`config.mk`:
```
export PLATFORM = sky130hd
export DESIGN_NAME = rob
export DESIGN_NICKNAME = d
export VERILOG_FILES = /design/src/hw/rob_pkg.sv /design/src/hw/rob_head_if.sv /design/src/hw/rob_ptrs.sv /design/src/hw/rob_status.sv /design/src/hw/rob_entry_ram.sv /design/src/hw/rob_commit.sv /design/src/hw/rob.sv
export SDC_FILE = /design/constraint.sdc
export NUM_CORES = 1
export LEC_CHECK = 0
export ABC_AREA = 1
export BUFFER_PORTS_ARGS = -buffer_cell sky130_fd_sc_hd__buf_2
export CAP_MARGIN = 0
export CORE_AREA = 2 2 247 249
export CTS_CLUSTER_DIAMETER = 80
export DETAILED_ROUTE_END_ITERATION = 7
export DIE_AREA = 0 0 249 251
export HOLD_SLACK_MARGIN = 0.05
export PLACE_DENSITY_LB_ADDON = 0.12
export SYNTH_ARGS = -nofsm -noshare
export SYNTH_HDL_FRONTEND = slang
export SYNTH_SLANG_ARGS = --single-unit
```
`constraint.sdc`:
```
create_clock -name clk -period 10.66 [get_ports clk]
set_input_delay 1.599 -clock clk [delete_from_list [all_inputs] [get_ports clk]]
set_output_delay 1.599 -clock clk [all_outputs]
set_load 0.1 [all_outputs]
```
`src/hw/rob_pkg.sv`:
```
package rob_pkg;

    localparam int ROB_SIZE  = 16;
    localparam int ROB_IDX_W = 4;
    // holds 0 up to ROB_SIZE
    localparam int ROB_CNT_W = 5;
    localparam int ROB_WIDTH = 2;
    localparam int WB_PORTS  = 2;
    localparam int EXC_W     = 4;

    typedef logic [ROB_IDX_W-1:0] rob_idx_t;

    // wrap bit on top so a plain add carries into it
    typedef struct packed {
        logic     wrap;
        rob_idx_t idx;
    } rob_ptr_t;

    typedef logic [EXC_W-1:0] exc_code_t;

    localparam exc_code_t EXC_NONE = '1;

    typedef struct packed {
        logic       we;
        logic [4:0] rd;
        logic [5:0] prd;
    } rob_entry_t;

endpackage

```
`src/hw/rob_head_if.sv`:
```
`timescale 1ns/1ps

interface rob_head_if import rob_pkg::*; ();

    rob_idx_t                      head;
    logic [ROB_CNT_W-1:0]          count;
    rob_entry_t [ROB_WIDTH-1:0]    entry;
    logic [ROB_WIDTH-1:0]          done;
    exc_code_t [ROB_WIDTH-1:0]     exc;

    // payload storage reads at head, head+1
    modport ram (
        input  head,
        output entry
    );

    modport status (
        input  head,
        output done,
        output exc
    );

    modport commit (
        input head,
        input count,
        input entry,
        input done,
        input exc
    );

endinterface

```
`src/hw/rob_ptrs.sv`:
```
`timescale 1ns/1ps

module rob_ptrs import rob_pkg::*; (
    input  logic                 clk,
    input  logic                 rst,
    input  logic [1:0]           alloc_num,
    input  logic [1:0]           commit_num,
    input  logic                 flush,
    output logic                 full,
    output logic                 alloc_ok,
    output rob_ptr_t             tail_ptr,
    output rob_ptr_t             head_ptr,
    output rob_idx_t             head,
    output logic [ROB_CNT_W-1:0] count
);

    logic [ROB_CNT_W-1:0] free_cnt;
    logic [ROB_CNT_W-1:0] add_num;
    logic [ROB_CNT_W-1:0] sub_num;

    assign free_cnt = ROB_CNT_W'(ROB_SIZE) - count;
    assign full     = ROB_CNT_W'(alloc_num) > free_cnt;

    // nothing enters while the buffer is being flushed
    assign alloc_ok = ~full & ~flush;

    assign add_num = alloc_ok ? ROB_CNT_W'(alloc_num) : '0;
    assign sub_num = ROB_CNT_W'(commit_num);

    assign head = head_ptr.idx;

    always_ff @(posedge clk or negedge rst) begin
        if (!rst) begin
            head_ptr <= '0;
            tail_ptr <= '0;
            count    <= '0;
        end else if (flush) begin
            // drop everything still in flight
            head_ptr <= tail_ptr;
            count    <= '0;
        end else begin
            // carry out of the index flips the wrap bit
            head_ptr <= head_ptr + sub_num;
            tail_ptr <= tail_ptr + add_num;
            count    <= count + add_num - sub_num;
        end
    end

    // commit and allocation amounts come from different blocks
    a_count_bound: assert property (
        @(posedge clk) disable iff (!rst)
        count <= ROB_CNT_W'(ROB_SIZE)
    ) else $error("rob occupancy above ROB_SIZE");

endmodule

```
`src/hw/rob_status.sv`:
```
`timescale 1ns/1ps

module rob_status import rob_pkg::*; (
    input  logic                      clk,
    input  logic                      rst,
    input  logic                      alloc_ok,
    input  logic [1:0]                alloc_num,
    input  rob_idx_t                  tail,
    input  logic [WB_PORTS-1:0]       wb_en,
    input  rob_idx_t [WB_PORTS-1:0]   wb_idx,
    input  exc_code_t [WB_PORTS-1:0]  wb_exc,
    rob_head_if.status                hif
);

    logic [ROB_SIZE-1:0] done_q;
    exc_code_t           exc_q [ROB_SIZE];
    rob_idx_t            alloc_idx [ROB_WIDTH];
    rob_idx_t            rd_idx [ROB_WIDTH];

    for (genvar i = 0; i < ROB_WIDTH; i++) begin : g_lane
        assign alloc_idx[i] = tail + rob_idx_t'(i);
        assign rd_idx[i]    = hif.head + rob_idx_t'(i);
        assign hif.done[i]  = done_q[rd_idx[i]];
        assign hif.exc[i]   = exc_q[rd_idx[i]];
    end

    always_ff @(posedge clk or negedge rst) begin
        if (!rst) begin
            done_q <= '0;
        end else begin
            for (int i = 0; i < ROB_WIDTH; i++) begin
                if (alloc_ok && (int'(alloc_num) > i)) begin
                    done_q[alloc_idx[i]] <= 1'b0;
                end
            end
            // later writes win, so writeback beats a clear on the same slot
            for (int p = 0; p < WB_PORTS; p++) begin
                if (wb_en[p]) begin
                    done_q[wb_idx[p]] <= 1'b1;
                end
            end
        end
    end

    always_ff @(posedge clk) begin
        for (int p = 0; p < WB_PORTS; p++) begin
            if (wb_en[p]) begin
                exc_q[wb_idx[p]] <= wb_exc[p];
            end
        end
    end

    a_wb_distinct: assert property (
        @(posedge clk) disable iff (!rst)
        !(wb_en[0] && wb_en[1] && (wb_idx[0] == wb_idx[1]))
    ) else $error("both writeback ports hit the same rob index");

endmodule

```
`src/hw/rob_entry_ram.sv`:
```
`timescale 1ns/1ps

module rob_entry_ram import rob_pkg::*; (
    input  logic                        clk,
    input  logic                        rst,
    input  logic                        alloc_ok,
    input  logic [1:0]                  alloc_num,
    input  rob_idx_t                    tail,
    input  rob_entry_t [ROB_WIDTH-1:0]  alloc_entry,
    rob_head_if.ram                     hif
);

    rob_entry_t mem [ROB_SIZE];
    rob_idx_t   wr_idx [ROB_WIDTH];

    for (genvar i = 0; i < ROB_WIDTH; i++) begin : g_port
        assign wr_idx[i]    = tail + rob_idx_t'(i);
        // async read of the two oldest slots
        assign hif.entry[i] = mem[hif.head + rob_idx_t'(i)];
    end

    always_ff @(posedge clk or negedge rst) begin
        if (!rst) begin
            mem <= '{default: '0};
        end else if (alloc_ok) begin
            for (int i = 0; i < ROB_WIDTH; i++) begin
                if (int'(alloc_num) > i) begin
                    mem[wr_idx[i]] <= alloc_entry[i];
                end
            end
        end
    end

endmodule

```
`src/hw/rob_commit.sv`:
```
`timescale 1ns/1ps

module rob_commit import rob_pkg::*; (
    input  logic                              clk,
    input  logic                              rst,
    input  rob_ptr_t                          head_ptr,
    rob_head_if.commit                        hif,
    output logic [$clog2(ROB_WIDTH+1)-1:0]    commit_num,
    output logic                              flush,
    output logic [ROB_WIDTH-1:0]              commit_en,
    output rob_entry_t [ROB_WIDTH-1:0]        commit_entry,
    output logic                              exc_valid,
    output rob_ptr_t                          exc_ptr,
    output exc_code_t                         exc_code
);

    logic [ROB_CNT_W-1:0] avail;
    logic [ROB_WIDTH-1:0] retire;
    logic                 fault;
    logic [ROB_IDX_W:0]   fault_ptr;
    exc_code_t            fault_code;

    assign flush = exc_valid;

    // during the flush cycle the head is treated as empty
    assign avail = flush ? '0 : hif.count;

    always_comb begin
        logic run;
        run        = 1'b1;
        retire     = '0;
        fault      = 1'b0;
        fault_ptr  = head_ptr;
        fault_code = EXC_NONE;
        commit_num = '0;
        for (int i = 0; i < ROB_WIDTH; i++) begin
            // ready prefix from lane 0, cut at the first fault
            run = run & (ROB_CNT_W'(i) < avail) & hif.done[i] & ~fault;
            if (run) begin
                if (hif.exc[i] != EXC_NONE) begin
                    fault      = 1'b1;
                    fault_ptr  = head_ptr + (ROB_IDX_W+1)'(i);
                    fault_code = hif.exc[i];
                end else begin
                    retire[i]  = 1'b1;
                    commit_num = commit_num + 1'b1;
                end
            end
        end
    end

    always_ff @(posedge clk or negedge rst) begin
        if (!rst) begin
            commit_en <= '0;
            exc_valid <= 1'b0;
        end else begin
            commit_en <= retire;
            exc_valid <= fault;
        end
    end

    always_ff @(posedge clk) begin
        commit_entry <= hif.entry;
        if (fault) begin
            exc_ptr  <= fault_ptr;
            exc_code <= fault_code;
        end
    end

    // lanes retire strictly in order
    a_commit_contig: assert property (
        @(posedge clk) disable iff (!rst)
        (commit_en & (commit_en + 1'b1)) == '0
    ) else $error("commit_en has a gap");

endmodule

```
`src/hw/rob.sv`:
```
`timescale 1ns/1ps

module rob import rob_pkg::*; (
    input  logic                        clk,
    input  logic                        rst,
    input  logic [1:0]                  alloc_num,
    input  rob_entry_t [ROB_WIDTH-1:0]  alloc_entry,
    input  logic [WB_PORTS-1:0]         wb_en,
    input  rob_idx_t [WB_PORTS-1:0]     wb_idx,
    input  exc_code_t [WB_PORTS-1:0]    wb_exc,
    output logic                        full,
    output rob_ptr_t                    alloc_ptr,
    output logic [ROB_WIDTH-1:0]        commit_en,
    output rob_entry_t [ROB_WIDTH-1:0]  commit_entry,
    output logic                        exc_valid,
    output rob_ptr_t                    exc_ptr,
    output exc_code_t                   exc_code
);

    logic     alloc_ok;
    logic     flush;
    rob_ptr_t head_ptr;
    logic [$clog2(ROB_WIDTH+1)-1:0] commit_num;

    rob_head_if head_bus ();

    rob_ptrs ptrs_inst (
        .clk        (clk),
        .rst        (rst),
        .alloc_num  (alloc_num),
        .commit_num (commit_num),
        .flush      (flush),
        .full       (full),
        .alloc_ok   (alloc_ok),
        .tail_ptr   (alloc_ptr),
        .head_ptr   (head_ptr),
        .head       (head_bus.head),
        .count      (head_bus.count)
    );

    rob_status status_inst (
        .clk       (clk),
        .rst       (rst),
        .alloc_ok  (alloc_ok),
        .alloc_num (alloc_num),
        .tail      (alloc_ptr.idx),
        .wb_en     (wb_en),
        .wb_idx    (wb_idx),
        .wb_exc    (wb_exc),
        .hif       (head_bus.status)
    );

    rob_entry_ram ram_inst (
        .clk         (clk),
        .rst         (rst),
        .alloc_ok    (alloc_ok),
        .alloc_num   (alloc_num),
        .tail        (alloc_ptr.idx),
        .alloc_entry (alloc_entry),
        .hif         (head_bus.ram)
    );

    rob_commit commit_inst (
        .clk          (clk),
        .rst          (rst),
        .head_ptr     (head_ptr),
        .hif          (head_bus.commit),
        .commit_num   (commit_num),
        .flush        (flush),
        .commit_en    (commit_en),
        .commit_entry (commit_entry),
        .exc_valid    (exc_valid),
        .exc_ptr      (exc_ptr),
        .exc_code     (exc_code)
    );

endmodule

```
==> impl_metrics.xml, run 1 <==
<?xml version="1.0" encoding="UTF-8"?>
<metrics>
  <group name="run_status">
    <metric name="outcome" unit="">finished clean</metric>
  </group>
  <group name="yosys">
    <metric name="synthesis.nets" unit="">3010</metric>
    <metric name="yosysSeqAreaShare" unit="%">40.0</metric>
    <metric name="postSynthAreaPerCell" unit="sq um">7.07</metric>
    <metric name="synth.lib_cells_used.distinct" unit="">43</metric>
    <metric name="postSynthRegisterBits" unit="">323</metric>
    <metric name="syn-instance-count" unit="">2946</metric>
    <metric name="post_synth_instance_area" unit="sq um">20800</metric>
    <metric name="total_number_of_yosys_warnings" unit="">0</metric>
  </group>
  <group name="layout">
    <metric name="fin_nets" unit="">2951</metric>
    <metric name="register_area" unit="sq um">8340</metric>
    <metric name="final_common_cell" unit="">sky130_fd_sc_hd__nand2_1</metric>
    <metric name="multi_input_area" unit="sq um">10200</metric>
    <metric name="fin_cells" unit="">3703</metric>
    <metric name="final_layout_size_suffix_gt1_share" unit="%">7.81</metric>
    <metric name="mostFrequentLayoutCells" unit="">sky130_fd_sc_hd__nand2_1, sky130_fd_sc_hd__o21ai_0, sky130_fd_sc_hd__inv_1, sky130_fd_sc_hd__a21oi_1, sky130_fd_sc_hd__dfrtp_1</metric>
    <metric name="final.fill_count" unit="">6284</metric>
    <metric name="final_core_utilization" unit="%">38.4</metric>
    <metric name="antenna-diode-count" unit="">0</metric>
    <metric name="synthToLayoutAreaGrowth" unit="%">10.2</metric>
  </group>
  <group name="routing">
    <metric name="dr.pass1.iters" unit="">6</metric>
    <metric name="met2RoutedLength" unit="microns">36100</metric>
    <metric name="routed_wire_length_per_instance" unit="microns">23.1</metric>
    <metric name="detailed_routed_wire_length_on_met3" unit="microns">7170</metric>
    <metric name="drcViolationCount" unit="">0</metric>
    <metric name="via_density" unit="">5.62</metric>
    <metric name="topRoutingLayerUsed" unit="">met5</metric>
    <metric name="drt_first_iter_violations" unit="">2544</metric>
    <metric name="vias" unit="">20800</metric>
    <metric name="route.final.wire_length" unit="microns">85400</metric>
    <metric name="detail_route.wirelength.met1" unit="microns">40000</metric>
    <metric name="detail-route-antenna-nets" unit="">0</metric>
  </group>
  <group name="min_path">
    <metric name="min-delay-path-class" unit="">flop to flop</metric>
    <metric name="holdPathStages" unit="">2</metric>
  </group>
  <group name="power">
    <metric name="max-vdd-ir-drop" unit="uV">235</metric>
    <metric name="power_per_cell_area" unit="nW/um^2">383</metric>
    <metric name="p_leak" unit="nW">10.4</metric>
  </group>
  <group name="sta">
    <metric name="slew-limit-headroom" unit="%">22.4</metric>
    <metric name="layout_worst_path_cycle_share" unit="%">52.1</metric>
    <metric name="finClkSkew" unit="ns">0.0235</metric>
    <metric name="setup_viol" unit="">0</metric>
    <metric name="period_needed" unit="ns">5.55</metric>
    <metric name="worst_slack" unit="ns">5.11</metric>
    <metric name="maxSlewViolCount" unit="">0</metric>
    <metric name="finalHoldViolations" unit="">0</metric>
    <metric name="final.setup.tns" unit="ns">0</metric>
    <metric name="measured_slew_at_the_worst_slew_check_pin" unit="ns">1.16</metric>
    <metric name="fmaxAchievable" unit="GHz">0.180</metric>
    <metric name="rsz0062_at_grt" unit="">false</metric>
  </group>
  <group name="floorplanning">
    <metric name="die_h" unit="microns">251</metric>
    <metric name="placementRows" unit="">90</metric>
    <metric name="num_io_pins" unit="">88</metric>
    <metric name="core_area" unit="sq um">59800</metric>
    <metric name="chip_width" unit="microns">249</metric>
    <metric name="floorplan.initialDensity" unit="%">34.8</metric>
    <metric name="die_ar" unit="sq um">62500</metric>
  </group>
  <group name="worst_setup_path">
    <metric name="criticalPathCategory" unit="">flop to flop</metric>
    <metric name="timing.critical_path.required" unit="ns">11.15</metric>
    <metric name="cp_data_arrival_time" unit="ns">6.04</metric>
    <metric name="worst_setup_path_end_kind" unit="">flop</metric>
    <metric name="critical_path_depth" unit="">23</metric>
    <metric name="critical_path_buf_inv_count" unit="">6</metric>
    <metric name="crit_family" unit="">buffers and inverters</metric>
    <metric name="path_common_cell" unit="">sky130_fd_sc_hd__nand2_1</metric>
    <metric name="crit_fanout" unit="">107</metric>
    <metric name="crit_slowest_cell" unit="">sky130_fd_sc_hd__buf_4</metric>
    <metric name="crit_chain" unit="">buf_4, buf_4, buf_4, o211ai_1, nand2_1, nand2_1, nand2_1, inv_2, nand2_1, nand2_1, inv_2, nand3_4, nor2_4, nor2_1, ha_1, inv_1, ha_1, fa_1, nand2_1, a21oi_1, nor2_1, o21ai_0, a21oi_1</metric>
    <metric name="cp_slowest_stage_delay" unit="ns">0.86</metric>
    <metric name="start_kind" unit="">flop</metric>
    <metric name="timing.reg2reg.worst_path_depth" unit="">23</metric>
  </group>
  <group name="cts">
    <metric name="cts.repair.resized" unit="">0</metric>
    <metric name="cts_made_buffers" unit="">43</metric>
    <metric name="postCtsSetupBuffers" unit="">0</metric>
    <metric name="root_buffer" unit="">sky130_fd_sc_hd__clkbuf_16</metric>
    <metric name="htree_num_levels" unit="">2</metric>
    <metric name="clk_path_buf_depth" unit="">3</metric>
    <metric name="cts.hold.buffers_added" unit="">0</metric>
    <metric name="clock_latency" unit="ns">0.58</metric>
    <metric name="clock_transition_at_path_regs" unit="ns">0.05</metric>
    <metric name="cts_tree" unit="">yes</metric>
    <metric name="cts_sinks" unit="">323</metric>
  </group>
  <group name="global_route">
    <metric name="first_global_vias" unit="">19400</metric>
    <metric name="grt_antenna_before_repair" unit="">1</metric>
    <metric name="grt_remaining_overflow" unit="">0</metric>
    <metric name="groute.usage.overall" unit="%">26.8</metric>
    <metric name="grt_pass1_wl" unit="microns">127000</metric>
    <metric name="grt_max_degree" unit="">108</metric>
  </group>
  <group name="run">
    <metric name="maxCapViolations" unit="">0</metric>
  </group>
  <group name="placed_design">
    <metric name="worst_slack_placed" unit="ns">5.12</metric>
    <metric name="dpl.hpwl" unit="microns">55700</metric>
    <metric name="post-place-cells" unit="">3624</metric>
    <metric name="port_buffers" unit="">87</metric>
    <metric name="gp_congestion" unit="">0.919</metric>
  </group>
</metrics>
## final cells by class
type / instances / share of cell area, %
Inverter: 360 / 5.92
Multi-Input combinational cell: 2044 / 44.4
Clock inverter: 10 / 0.561
Sequential cell: 323 / 36.3
Timing Repair Buffer: 115 / 2.86
Clock buffer: 69 / 5.74
Tap cell: 782 / 4.26
## cell families (layout without fill, tap and decap cells)
kind of cell	Yosys count	after routing	share of synthesized area [%]
AND/OR/NAND/NOR	960	960	19.1
XOR/XNOR	10	10	0.619
flip-flops	323	323	40.0
adder cells (fa/ha/maj)	18	18	1.23
buffers and inverters	579	554	11.3
multiplexers	24	24	1.15
AO/OA/AOI/OAI	1032	1032	26.6
## synthesized netlist by cell type (all sizes together)
cell    number  area share [%]
o21bai       2           0.072
xnor2        1           0.078
or2          1           0.030
a311o        6            0.29
nor2       117             2.3
nor3         2           0.048
dfxtp       24             2.3
clkinv       1           0.018
o21ai      503              12
o22ai      109             3.3
inv        359             6.5
a31oi        5            0.15
edfxtp      73              11
and3         1           0.030
dfrtp      226              27
clkbuf     106             1.9
fa           4            0.38
xor2         9            0.54
o21a        48             1.7
nand2      614              11
nand3      222             5.4
nand3b       2           0.072
nand4        1           0.030
a21oi      338             8.2
mux2i       24             1.2
o211ai      21            0.76
buf        113             2.9
ha          14            0.84
## per-stage QoR
stage / total power [mW] / hold WS [ns] / area (sq um)
after detailed placement: 7.21 / 0.487 / 21500
after global routing: 9.39 / 0.525 / 23000
after global placement: 7.14 / 0.477 / 21500
after CTS: 8.73 / 0.500 / 23000
final: 8.80 / 0.493 / 23000
after floorplan: 5.76 / 0.452 / 20800
## where the power goes
group	switching [mW]	total [mW]	internal, mW
logic	3.76	5.14	1.38
clock network	0.583	1.50	0.916
registers	0.352	2.16	1.81
total	4.70	8.80	4.11
## tightest hold or removal path, delay by kind of cell, from the launching register on
family,cells,cell delay [ns]
flip-flops,1,0.34
AND/OR/NAND/NOR,2,0.12
## routing by layer
metal  global-route usage [%]  up-vias
met5                        0        -
met4                     7.19        2
met3                     4.27      153
met2                     40.1      985
met1                     39.8     9930
li1                         -     9759
## worst paths after layout
kind	startpoint	endpoint	slack (ns)
worst max-delay path	ptrs_inst.head[0]$_DFF_PN0_	ptrs_inst.count[4]$_DFF_PN0_	5.11
worst min-delay path	status_inst.done_q[7]$_DFF_PN0_	status_inst.done_q[7]$_DFF_PN0_	0.49
worst max register to register	ptrs_inst.head[0]$_DFF_PN0_	ptrs_inst.count[4]$_DFF_PN0_	5.11
worst min register to register	status_inst.done_q[7]$_DFF_PN0_	status_inst.done_q[7]$_DFF_PN0_	0.49
max in group asynchronous	rst	ram_inst.mem[181]$_DFFE_PN0N_	8.04
min in group asynchronous	rst	ptrs_inst.tail_ptr[1]$_DFFE_PN0N_	1.07
## state kept, by name, indices dropped and copies added (netlist names)
register,cells
ram_inst.mem,192
commit_inst.commit_entry,24
ptrs_inst.count,5
commit_inst.commit_en,2
status_inst.exc_q,64
commit_inst.exc_valid,1
status_inst.done_q,16
ptrs_inst.head,4
ptrs_inst.head_ptr,1
ptrs_inst.tail_ptr,5
commit_inst.exc_ptr,5
commit_inst.exc_code,4
Power figures use the tool's default switching activity.
==> inputs of run 2 (changes only) <==
Clock period 10.66 ns to 5.2 ns, I/O delays scaled along.
==> impl_metrics.xml, run 2 (synthesized netlist as in run 1, its figures left out) <==
<?xml version="1.0" encoding="UTF-8"?>
<metrics>
  <group name="run_status">
    <metric name="outcome" unit="">finished clean</metric>
  </group>
  <group name="layout">
    <metric name="final_common_cell" unit="">sky130_fd_sc_hd__nand2_1</metric>
    <metric name="fin_nets" unit="">2953</metric>
    <metric name="fin_cells" unit="">3706</metric>
    <metric name="largest_register" unit="">ram_inst.mem</metric>
    <metric name="synthToLayoutAreaGrowth" unit="%">10.0</metric>
    <metric name="stdcell_area" unit="sq um">22900</metric>
    <metric name="largest_reg_flops" unit="">192</metric>
    <metric name="final_core_utilization" unit="%">38.3</metric>
    <metric name="final_layout_size_suffix_gt1_share" unit="%">8.04</metric>
    <metric name="mostFrequentLayoutCells" unit="">sky130_fd_sc_hd__nand2_1, sky130_fd_sc_hd__o21ai_0, sky130_fd_sc_hd__inv_1, sky130_fd_sc_hd__a21oi_1, sky130_fd_sc_hd__dfrtp_1</metric>
  </group>
  <group name="worst_setup_path">
    <metric name="crit_family" unit="">adder cells</metric>
    <metric name="timing.critical_path.to" unit="">ptrs_inst.count[4]$_DFF_PN0_</metric>
    <metric name="rrSetupSlack" unit="ns">0.83</metric>
    <metric name="timing.critical_path.required" unit="ns">5.68</metric>
    <metric name="criticalPathCategory" unit="">flop to flop</metric>
    <metric name="cp_data_arrival_time" unit="ns">4.85</metric>
    <metric name="rr_endpoint" unit="">ptrs_inst.count[4]$_DFF_PN0_</metric>
    <metric name="critical_path_depth" unit="">18</metric>
    <metric name="crit_chain" unit="">ha_4, xnor2_4, nand3_1, nand3_1, nand2_1, nor2_2, nand3_4, nor2_4, nor2_1, ha_1, inv_1, ha_1, fa_1, nand2_1, a21oi_1, nor2_1, o21ai_0, a21oi_1</metric>
    <metric name="crit_slowest_cell" unit="">sky130_fd_sc_hd__xnor2_4</metric>
    <metric name="crit_fanout" unit="">40</metric>
    <metric name="critical_path_buf_inv_count" unit="">1</metric>
    <metric name="worstReg2RegStart" unit="">ptrs_inst.head[1]$_DFF_PN0_</metric>
    <metric name="critPathLaunch" unit="">ptrs_inst.head[1]$_DFF_PN0_</metric>
    <metric name="cp_slowest_stage_delay" unit="ns">0.86</metric>
    <metric name="timing.reg2reg.worst_path_depth" unit="">18</metric>
    <metric name="worst_setup_path_end_kind" unit="">flop</metric>
    <metric name="start_kind" unit="">flop</metric>
  </group>
  <group name="floorplanning">
    <metric name="die_h" unit="microns">251</metric>
    <metric name="core_area" unit="sq um">59800</metric>
    <metric name="floorplan.initialDensity" unit="%">34.8</metric>
    <metric name="die_ar" unit="sq um">62500</metric>
    <metric name="placementRows" unit="">90</metric>
    <metric name="num_io_pins" unit="">88</metric>
    <metric name="chip_width" unit="microns">249</metric>
  </group>
  <group name="global_route">
    <metric name="grt_pass1_wl" unit="microns">128000</metric>
    <metric name="first_global_vias" unit="">19500</metric>
    <metric name="grt_antenna_before_repair" unit="">2</metric>
    <metric name="grt_max_degree" unit="">209</metric>
    <metric name="groute.usage.overall" unit="%">27.1</metric>
    <metric name="grt_remaining_overflow" unit="">0</metric>
  </group>
  <group name="power">
    <metric name="power_per_cell_area" unit="nW/um^2">783</metric>
    <metric name="p_switching" unit="mW">9.70</metric>
    <metric name="gate_power_share" unit="%">58.8</metric>
    <metric name="sequential_share_of_power" unit="%">25.0</metric>
    <metric name="p_leak" unit="nW">10.4</metric>
    <metric name="switching_part_of_the_total_power" unit="%">54.0</metric>
    <metric name="pwr-share-clk" unit="%">16.1</metric>
    <metric name="power.total" unit="mW">17.9</metric>
    <metric name="power.internal" unit="mW">8.25</metric>
    <metric name="max-vdd-ir-drop" unit="uV">384</metric>
  </group>
  <group name="routing">
    <metric name="routed_wire_length_per_instance" unit="microns">23.3</metric>
    <metric name="drt_first_iter_violations" unit="">2401</metric>
    <metric name="detail-route-antenna-nets" unit="">0</metric>
    <metric name="drcViolationCount" unit="">0</metric>
    <metric name="dr.pass1.iters" unit="">6</metric>
    <metric name="vias" unit="">21100</metric>
    <metric name="route.final.wire_length" unit="microns">86300</metric>
    <metric name="via_density" unit="">5.69</metric>
  </group>
  <group name="cts">
    <metric name="clk_path_buf_depth" unit="">3</metric>
    <metric name="clock_latency" unit="ns">0.57</metric>
    <metric name="root_buffer" unit="">sky130_fd_sc_hd__clkbuf_16</metric>
    <metric name="cts_made_buffers" unit="">41</metric>
    <metric name="postCtsSetupBuffers" unit="">0</metric>
    <metric name="clock_transition_at_path_regs" unit="ns">0.06</metric>
    <metric name="cts.repair.resized" unit="">0</metric>
    <metric name="cts_sinks" unit="">323</metric>
    <metric name="cts.hold.buffers_added" unit="">0</metric>
    <metric name="cts_tree" unit="">yes</metric>
    <metric name="htree_num_levels" unit="">2</metric>
  </group>
  <group name="placed_design">
    <metric name="post-place-cells" unit="">3628</metric>
    <metric name="place_area" unit="sq um">21600</metric>
    <metric name="dpl.hpwl" unit="microns">56300</metric>
    <metric name="port_buffers" unit="">87</metric>
    <metric name="gp_congestion" unit="">0.924</metric>
    <metric name="worst_slack_placed" unit="ns">0.902</metric>
  </group>
  <group name="sta">
    <metric name="finClkSkew" unit="ns">0.0296</metric>
    <metric name="fmaxAchievable" unit="GHz">0.229</metric>
    <metric name="final.setup.tns" unit="ns">0</metric>
    <metric name="maxSlewViolCount" unit="">0</metric>
    <metric name="finalHoldViolations" unit="">0</metric>
    <metric name="slew-limit-headroom" unit="%">25.6</metric>
    <metric name="period_needed" unit="ns">4.37</metric>
    <metric name="worst_slack" unit="ns">0.825</metric>
    <metric name="measured_slew_at_the_worst_slew_check_pin" unit="ns">1.12</metric>
    <metric name="rsz0062_at_grt" unit="">false</metric>
    <metric name="setup_viol" unit="">0</metric>
    <metric name="holdWs" unit="ns">0.250</metric>
    <metric name="layout_worst_path_cycle_share" unit="%">84.1</metric>
  </group>
  <group name="min_path">
    <metric name="min-delay-path-class" unit="">primary input to asynchronous set/reset pin</metric>
  </group>
  <group name="run">
    <metric name="maxCapViolations" unit="">0</metric>
  </group>
</metrics>
run 2: worst register-to-register path, delay by kind of cell, from the launching register on:
kind	cells	cell delay, ns
xor gates and xnor gates	1	0.86
AOI/OAI and AO/OA	3	0.28
buffers and inverters	1	0.04
and+or+nand+nor	9	1.19
DFF	1	0.73
adders and majority gates	4	1.19
run 2: cell type report:
cell class | count | area (sq um)
Antenna cell | 2 | 5.00
Fill cell | 6307 | 36900
Sequential cell | 323 | 8340
Clock inverter | 14 | 118
Inverter | 360 | 1360
Tap cell | 782 | 978
Timing Repair Buffer | 119 | 711
Multi-Input combinational cell | 2044 | 10200
Clock buffer | 62 | 1230
run 2: power groups by stage:
stage               clock [mW]  sequential [mW]  combinational [mW]
detailed placement           0             4.50                10.3
global placement             0             4.49                10.2
global route              3.03             4.61                11.5
CTS                       2.94             4.47                10.4
floorplan                    0             5.34                6.48
finish                    2.89             4.49                10.6
run 2: worst min-delay path by stage:
stage	slack, ns	cells after the start	endpoint	start
final	0.25	1	ptrs_inst.count[1]$_DFF_PN0_	rst
after global routing	0.29	1	ptrs_inst.tail_ptr[0]$_DFFE_PN0N_	rst
after CTS	0.28	1	ptrs_inst.tail_ptr[3]$_DFFE_PN0N_	rst
after detailed placement	0.48	1	ram_inst.mem[150]$_DFFE_PN0N_	ram_inst.mem[150]$_DFFE_PN0N_
after global placement	0.48	1	ram_inst.mem[155]$_DFFE_PN0N_	ram_inst.mem[155]$_DFFE_PN0N_
after floorplan	0.45	2	status_inst.done_q[15]$_DFF_PN0_	status_inst.done_q[15]$_DFF_PN0_
run 2: layer usage:
metal | GRT usage (%) | vias to the layer above | wire, microns
met5 | 0 | - | 0
met4 | 8.62 | 0 | 2640
met3 | 5.91 | 157 | 7890
met2 | 39.4 | 1030 | 35900
met1 | 39.8 | 10100 | 39800
li1 | - | 9772 | -
